**src/rtl/CkePkg.sv**
```systemverilog
// clock-enable package: shared register types, register map and helper function
`default_nettype none

package CkePkg;

	// ------------------------------
	// basic widths
	// ------------------------------
	// register port address
	typedef logic [1:0] tRegAddr;
	// data word, also divider and tick count width
	typedef logic [15:0] tRegData;

	// ------------------------------
	// register map
	// ------------------------------
	// divider, pulse every div+1 cycles
	localparam tRegAddr cAddrDiv = 2'd0;
	// control, bit 0 enables the tick
	localparam tRegAddr cAddrCtrl = 2'd1;
	// tick count, read only
	localparam tRegAddr cAddrCount = 2'd2;
	// write strobe clears the count
	localparam tRegAddr cAddrClear = 2'd3;

	// programmable generator setup
	typedef struct packed {
		logic enable;
		tRegData div;
	} tCkeCfg;

	// bits needed to hold a count up to value, at least one
	function automatic int fBitWidth(input int value);
		int width;
		int rest;
		width = 1;
		rest = value >> 1;
		while (rest != 0)
		begin
			width++;
			rest = rest >> 1;
		end
		return width;
	endfunction

endpackage

`default_nettype wire

```
**src/rtl/CkeRegs.sv**
```systemverilog
// clock-enable register block: divider and control registers, count clear, read mux
`default_nettype none
`timescale 1ns/1ps

module CkeRegs
	import CkePkg::*;
(
	input  wire logic    iCLK,
	input  wire logic    iRST,
	// write strobe port
	input  wire logic    iWrEn,
	input  wire tRegAddr iWrAddr,
	input  wire tRegData iWrData,
	// combinational read port
	input  wire tRegAddr iRdAddr,
	output tRegData      oRdData,
	// live tick count for readback
	input  wire tRegData iCount,
	// generator setup and count clear
	output tCkeCfg       oCfg,
	output logic         oClear
);

	// register state
	tRegData divReg;
	logic enableReg;

	// ------------------------------
	// write decode
	// ------------------------------
	always_ff @(posedge iCLK)
	begin
		if (iRST)
		begin
			divReg <= '0;
			enableReg <= 1'b0;
		end
		else if (iWrEn)
		begin
			// count and clear addresses hold no state here
			case (iWrAddr)
				cAddrDiv:  divReg <= iWrData;
				cAddrCtrl: enableReg <= iWrData[0];
				default:   ;
			endcase
		end
	end

	// setup seen by the generator one cycle after the write
	assign oCfg.enable = enableReg;
	assign oCfg.div = divReg;

	// clear strobe in the write cycle itself
	assign oClear = iWrEn && (iWrAddr == cAddrClear);

	// ------------------------------
	// read mux
	// ------------------------------
	always_comb
	begin
		oRdData = '0;
		case (iRdAddr)
			cAddrDiv:   oRdData = divReg;
			// upper control bits read zero
			cAddrCtrl:  oRdData[0] = enableReg;
			cAddrCount: oRdData = iCount;
			// clear address reads zero
			default:    oRdData = '0;
		endcase
	end

endmodule

`default_nettype wire

```
**src/rtl/CkeGenerator.sv**
```systemverilog
// clock-enable generator: fixed-rate or register-programmed single-cycle enable pulses
`default_nettype none
`timescale 1ns/1ps

module CkeGenerator
	import CkePkg::*;
#(
	// "yes" for register mode, "no" for fixed rate
	parameter string pDivReg = "no",
	// base period in cycles, fixed mode only
	parameter int pSysClk = 5,
	// base periods per pulse, fixed mode only
	parameter int pTimeCke = 1
)(
	input  wire logic   iCLK,
	input  wire logic   iRST,
	// divider and enable, register mode only
	input  wire tCkeCfg iCfg,
	output logic        oCke
);

	generate
		if (pDivReg == "yes")
		begin : gReg
			// ------------------------------
			// register-driven mode
			// ------------------------------
			tRegData divCount;
			logic ckeReg;
			logic divHit;

			// at or above div so a lowered divider still wraps
			assign divHit = (divCount >= iCfg.div);

			always_ff @(posedge iCLK)
			begin
				if (iRST)
				begin
					divCount <= '0;
					ckeReg <= 1'b0;
				end
				else if (!iCfg.enable)
				begin
					// idle, restart from zero on next enable
					divCount <= '0;
					ckeReg <= 1'b0;
				end
				else if (divHit)
				begin
					divCount <= '0;
					ckeReg <= 1'b1;
				end
				else
				begin
					divCount <= divCount + 1'b1;
					ckeReg <= 1'b0;
				end
			end

			// div of 0 keeps this high every cycle
			assign oCke = ckeReg;
		end
		else
		begin : gFixed
			// ------------------------------
			// fixed-rate mode
			// ------------------------------
			localparam int cBaseWidth = fBitWidth(pSysClk - 1);
			localparam int cPeriodWidth = fBitWidth(pTimeCke - 1);
			localparam logic [cBaseWidth-1:0] cBaseLast = cBaseWidth'(pSysClk - 1);
			localparam logic [cPeriodWidth-1:0] cPeriodLast = cPeriodWidth'(pTimeCke - 1);

			logic [cBaseWidth-1:0] baseCount;
			logic [cPeriodWidth-1:0] periodCount;
			logic baseWrap;
			logic periodWrap;
			logic ckeReg;

			// last cycle of a base period
			assign baseWrap = (baseCount == cBaseLast);
			// last base period of a beat
			assign periodWrap = (periodCount == cPeriodLast);

			// base counter, 0 .. pSysClk-1
			always_ff @(posedge iCLK)
			begin
				if (iRST || baseWrap)
					baseCount <= '0;
				else
					baseCount <= baseCount + 1'b1;
			end

			// counts base wraps, 0 .. pTimeCke-1
			always_ff @(posedge iCLK)
			begin
				if (iRST)
					periodCount <= '0;
				else if (baseWrap)
					periodCount <= periodWrap ? '0 : periodCount + 1'b1;
			end

			// one-cycle pulse after the final wrap
			always_ff @(posedge iCLK)
			begin
				if (iRST)
					ckeReg <= 1'b0;
				else
					ckeReg <= baseWrap && periodWrap;
			end

			// iCfg is not used here, rate is fixed at build time
			assign oCke = ckeReg;
		end
	endgenerate

endmodule

`default_nettype wire

```
**src/rtl/TickCounter.sv**
```systemverilog
// tick counter: counts enable pulses with clear priority and saturation
`default_nettype none
`timescale 1ns/1ps

module TickCounter
	import CkePkg::*;
(
	input  wire logic iCLK,
	input  wire logic iRST,
	// one per enable pulse
	input  wire logic iInc,
	// clear strobe from the register block
	input  wire logic iClear,
	output tRegData   oCount
);

	// ------------------------------
	// event counter
	// ------------------------------
	tRegData count;
	logic atMax;

	// full scale reached, hold there
	assign atMax = (count == '1);

	always_ff @(posedge iCLK)
	begin
		if (iRST)
		begin
			count <= '0;
		end
		else if (iClear)
		begin
			// clear beats a same-cycle increment
			count <= '0;
		end
		else if (iInc && !atMax)
		begin
			count <= count + 1'b1;
		end
	end

	// readback through the register block
	assign oCount = count;

endmodule

`default_nettype wire

```
**src/rtl/CkeTop.sv**
```systemverilog
// clock-enable top: register block, tick and heartbeat generators, tick counter
`default_nettype none
`timescale 1ns/1ps

module CkeTop
	import CkePkg::*;
#(
	// heartbeat base period in cycles
	parameter int pSysClk = 5,
	// base periods per heartbeat
	parameter int pTimeCke = 3
)(
	input  wire logic    iCLK,
	input  wire logic    iRST,
	// register write strobe
	input  wire logic    iWrEn,
	input  wire tRegAddr iWrAddr,
	input  wire tRegData iWrData,
	// register read, combinational
	input  wire tRegAddr iRdAddr,
	output tRegData      oRdData,
	// enable pulses
	output logic         oTick,
	output logic         oBeat
);

	// ------------------------------
	// internal wiring
	// ------------------------------
	tCkeCfg cfg;
	logic clear;
	tRegData count;

	// registers and read mux
	CkeRegs CkeRegs_i (
		.iCLK    (iCLK),
		.iRST    (iRST),
		.iWrEn   (iWrEn),
		.iWrAddr (iWrAddr),
		.iWrData (iWrData),
		.iRdAddr (iRdAddr),
		.oRdData (oRdData),
		.iCount  (count),
		.oCfg    (cfg),
		.oClear  (clear)
	);

	// programmable tick
	CkeGenerator #(
		.pDivReg  ("yes"),
		.pSysClk  (pSysClk),
		.pTimeCke (pTimeCke)
	) CkeTick_i (
		.iCLK (iCLK),
		.iRST (iRST),
		.iCfg (cfg),
		.oCke (oTick)
	);

	// fixed heartbeat, setup tied off
	CkeGenerator #(
		.pDivReg  ("no"),
		.pSysClk  (pSysClk),
		.pTimeCke (pTimeCke)
	) CkeBeat_i (
		.iCLK (iCLK),
		.iRST (iRST),
		.iCfg ('0),
		.oCke (oBeat)
	);

	// counts tick pulses for software
	TickCounter TickCounter_i (
		.iCLK   (iCLK),
		.iRST   (iRST),
		.iInc   (oTick),
		.iClear (clear),
		.oCount (count)
	);

endmodule

`default_nettype wire

```
**config.mk**
```make
export PLATFORM = sky130hd
export DESIGN_NAME = CkeTop
export DESIGN_NICKNAME = d
export VERILOG_FILES = /design/src/rtl/CkePkg.sv /design/src/rtl/CkeRegs.sv /design/src/rtl/CkeGenerator.sv /design/src/rtl/TickCounter.sv /design/src/rtl/CkeTop.sv
export SDC_FILE = /design/constraint.sdc
export NUM_CORES = 1
export LEC_CHECK = 0
export ABC_AREA = 0
export ABC_CLOCK_PERIOD_IN_PS = 2200
export BUFFER_PORTS_ARGS = -buffer_cell sky130_fd_sc_hd__buf_2
export CAP_MARGIN = 25
export CORE_ASPECT_RATIO = 0.8
export CORE_UTILIZATION = 35
export DETAILED_ROUTE_END_ITERATION = 7
export HOLD_SLACK_MARGIN = 0.05
export PLACE_DENSITY = 0.5
export RECOVER_POWER = 100
export SLEW_MARGIN = 25
export SYNTH_ARGS = -nofsm -noshare
export SYNTH_HDL_FRONTEND = slang
export SYNTH_SLANG_ARGS = --single-unit
```
**constraint.sdc**
```tcl
create_clock -name iCLK -period 2.2 [get_ports iCLK]
set_input_delay 0.44 -clock iCLK [delete_from_list [all_inputs] [get_ports iCLK]]
set_output_delay 0.44 -clock iCLK [all_outputs]
set_load 0.01 [all_outputs]
```
==> metrics <==
Port Buffers=40; number of CTS-inserted buffers=5; worst setup path startpoint=CkeRegs_i.divReg[13]$_SDFFE_PP0P_; initial antenna violation count=0; Gate Count Post-Synth=377; most frequent cells in the layout=dfxtp_1, nand2_1, a21oi_1; area grow syn2layout=13.5%; TNS Setup=0 ns; mapped cell area=3080 um2; Seq/Total Area, Yosys=0.364; Final Hold Fails=0; kind of critical path=reg -> reg; Worst-Margin Slew=0.637 ns; Worst EP arrival=2.21 ns; DP Worst Slack=0.150 ns; DIE AREA=9170 um2; VDD IR max=0.000230 V; YS warnings=0; hpwl dp=5840 um; Residual DRC=0; DRT Pass-1 Iters=4; CTS tree=built; setup violators final=0; first-pass GRT wire length=12,500 um; antenna fix cells=0; grt ovf=0; commonest non-fill, non-tap cell in the layout=dfxtp_1; insertion delay to the later sink of the worst-skew pair=0.31 ns; pin count of the biggest net entering global routing=27; cts hold-fix bufs=0; clk slew on worst S/H paths=0.10 ns; gr usage total=0.174; R2R cell count=7; Yosys cell types=48; CORE AREA=8520 um2; syn nets=420; RSZ-0062 raised after global routing=no; Fmax=497 MHz; R2R Path Start=CkeRegs_i.divReg[13]$_SDFFE_PP0P_; Vias=2,713; Post-synth EDFFs=0; crit end category=flip-flop; Hold/Removal Path Class=in -> reg; final worst path period share=0.915; Top FF cell, synth=dfxtp_1; die width=107 um; routed len/inst=14.4 um; status=completed; number of gates resized after cts=0; Final min period=2.01 ns; worst slew margin relative to its limit=0.572; Die Y=85.9 um; Worst Slack Setup Final=0.186 ns; FP Rows=30; WL final=7630 um; Synth Register Bits=56; vias in the first global route=2,460; critical register-to-register path endpoint=CkeTick_i.gReg.divCount[1]$_SDFF_PP0_; Syn Area/Cell=8.16 um2; leak pwr=1.20 nW; worst-path maximum fanout=16; Post-synth ARST share=0; Power Density=500 nW/um2; Final Max Tran Viols=0; CTS H-tree depth=2; antenna viol nets, final=0; number of max-cap violations=0; Vias/cell=5.13; number of buffers on the longest clock path=2; setup bufs post-CTS=0; CP startpoint kind=flip-flop; IO Pins=41; Final #Nets=460; Iter 0 DRT Violations=129; GP Congestion=0.757; crit path to=CkeTick_i.gReg.divCount[1]$_SDFF_PP0_; Root Buffer=clkbuf_8; final setup skew=0.0100 ns; clock sink total=56; Critical Path RT=2.40 ns; Starting Density=0.361; Worst R2R Setup Slack=0.19 ns; ratio of cells with drive above 1 in the final layout=0.122
==> worst min-delay path by stage <==
stage                     cells past startpoint  slack, ns                                  endpoint                                startpoint
after global routing                          3       0.36         CkeRegs_i.divReg[13]$_SDFFE_PP0P_                               iWrData[13]
final                                         3       0.37          CkeRegs_i.divReg[9]$_SDFFE_PP0P_                                iWrData[9]
after global placement                        1       0.45  CkeBeat_i.gFixed.baseCount[0]$_SDFF_PP0_  CkeBeat_i.gFixed.baseCount[0]$_SDFF_PP0_
after floorplan                               1       0.42  CkeBeat_i.gFixed.baseCount[0]$_SDFF_PP0_  CkeBeat_i.gFixed.baseCount[0]$_SDFF_PP0_
after detailed placement                      1       0.45  CkeBeat_i.gFixed.baseCount[0]$_SDFF_PP0_  CkeBeat_i.gFixed.baseCount[0]$_SDFF_PP0_
after CTS                                     3       0.36          CkeRegs_i.divReg[3]$_SDFFE_PP0P_                                iWrData[3]
==> critical path, cell delays in order, from the launching register on <==
cell	delay (ns)
dfxtp_1	0.36
inv_1	0.05
ha_1	0.29
nand4_1	0.17
or2_2	0.37
o41ai_4	0.41
buf_12	0.19
nor3_1	0.06
==> per-layer routing <==
metal / up-vias / GRT usage / wire length, um
met2: 56 / 0.261 / 3170
li1: 1413 / - / -
met5: - / 0 / 0
met3: 2 / 0.0266 / 313
met4: 0 / 0.0336 / 31
met1: 1242 / 0.264 / 4110
==> state kept, by name, summed over array words and instances, names as in the netlist <==
register                      flops
CkeBeat_i.gFixed.baseCount        3
CkeBeat_i.gFixed.periodCount      2
CkeBeat_i.oCke                    1
CkeRegs_i.divReg                 16
CkeRegs_i.enableReg               1
CkeTick_i.gReg.divCount          16
CkeTick_i.oCke                    1
TickCounter_i.oCount             16
==> synth_stat cells, drive strengths merged, types with 2 or more instances <==
cell	count	area (um2)
mux2i	19	190
o31ai	6	45.0
nor2	30	113
nor3b	3	22.5
a31o	2	17.5
clkbuf	13	50.0
a21oi	36	180
o41ai	3	45.1
or4	8	60.1
and4	2	18.8
nand3	10	50.1
nor3	21	105
o21ai	8	40.0
ha	20	250
nand2	49	184
nand2b	2	12.5
nand4	8	71.3
o21a	2	15.0
nor4	6	37.5
a31oi	2	12.5
inv	26	97.6
dfxtp	56	1120
a211oi	5	37.5
or3	7	45.1
buf	4	18.8
xnor2	9	78.8
or2	6	37.5
xor2	2	17.5
==> per-stage QoR <==
| stage | power (W) | cell area (um2) | util | hold slack [ns] | std cells |
|---|---|---|---|---|---|
| final | 0.00175 | 3490 | 0.410 | 0.368 | 529 |
| after global routing | 0.00183 | 3490 | 0.410 | 0.360 | 529 |
| after CTS | 0.00177 | 3520 | 0.413 | 0.361 | 529 |
| after detailed placement | 0.00122 | 3440 | 0.404 | 0.451 | 522 |
| after global placement | 0.00122 | 3440 | 0.404 | 0.454 | 522 |
| after floorplan | 0.00116 | 3080 | - | 0.422 | 377 |
==> cells by family (layout without fill, tap and decap cells) <==
kind of cell / after synthesis / after routing / share of synthesized area
fa+ha+maj: 20 / 20 / 0.0813
xor+xnor: 11 / 11 / 0.0313
buf+inv: 43 / 83 / 0.0541
mux: 19 / 19 / 0.0618
flops: 56 / 56 / 0.364
simple gates: 159 / 159 / 0.263
compound gates: 69 / 69 / 0.144
==> layout make-up <==
class / count / area [um2]
Sequential cell: 56 / 1120
Multi-Input combinational cell: 278 / 1790
Clock buffer: 6 / 72.6
Fill cell: 900 / 5030
Inverter: 26 / 97.6
Tap cell: 112 / 140
Timing Repair Buffer: 50 / 263
Clock inverter: 1 / 5.00
==> report_power, final <==
part | switching (W) | internal [W]
Sequential | 0.0000135 | 0.00103
Combinational | 0.0000906 | 0.0000626
Clock | 0.000332 | 0.000218
Power figures use the tool's default switching activity.
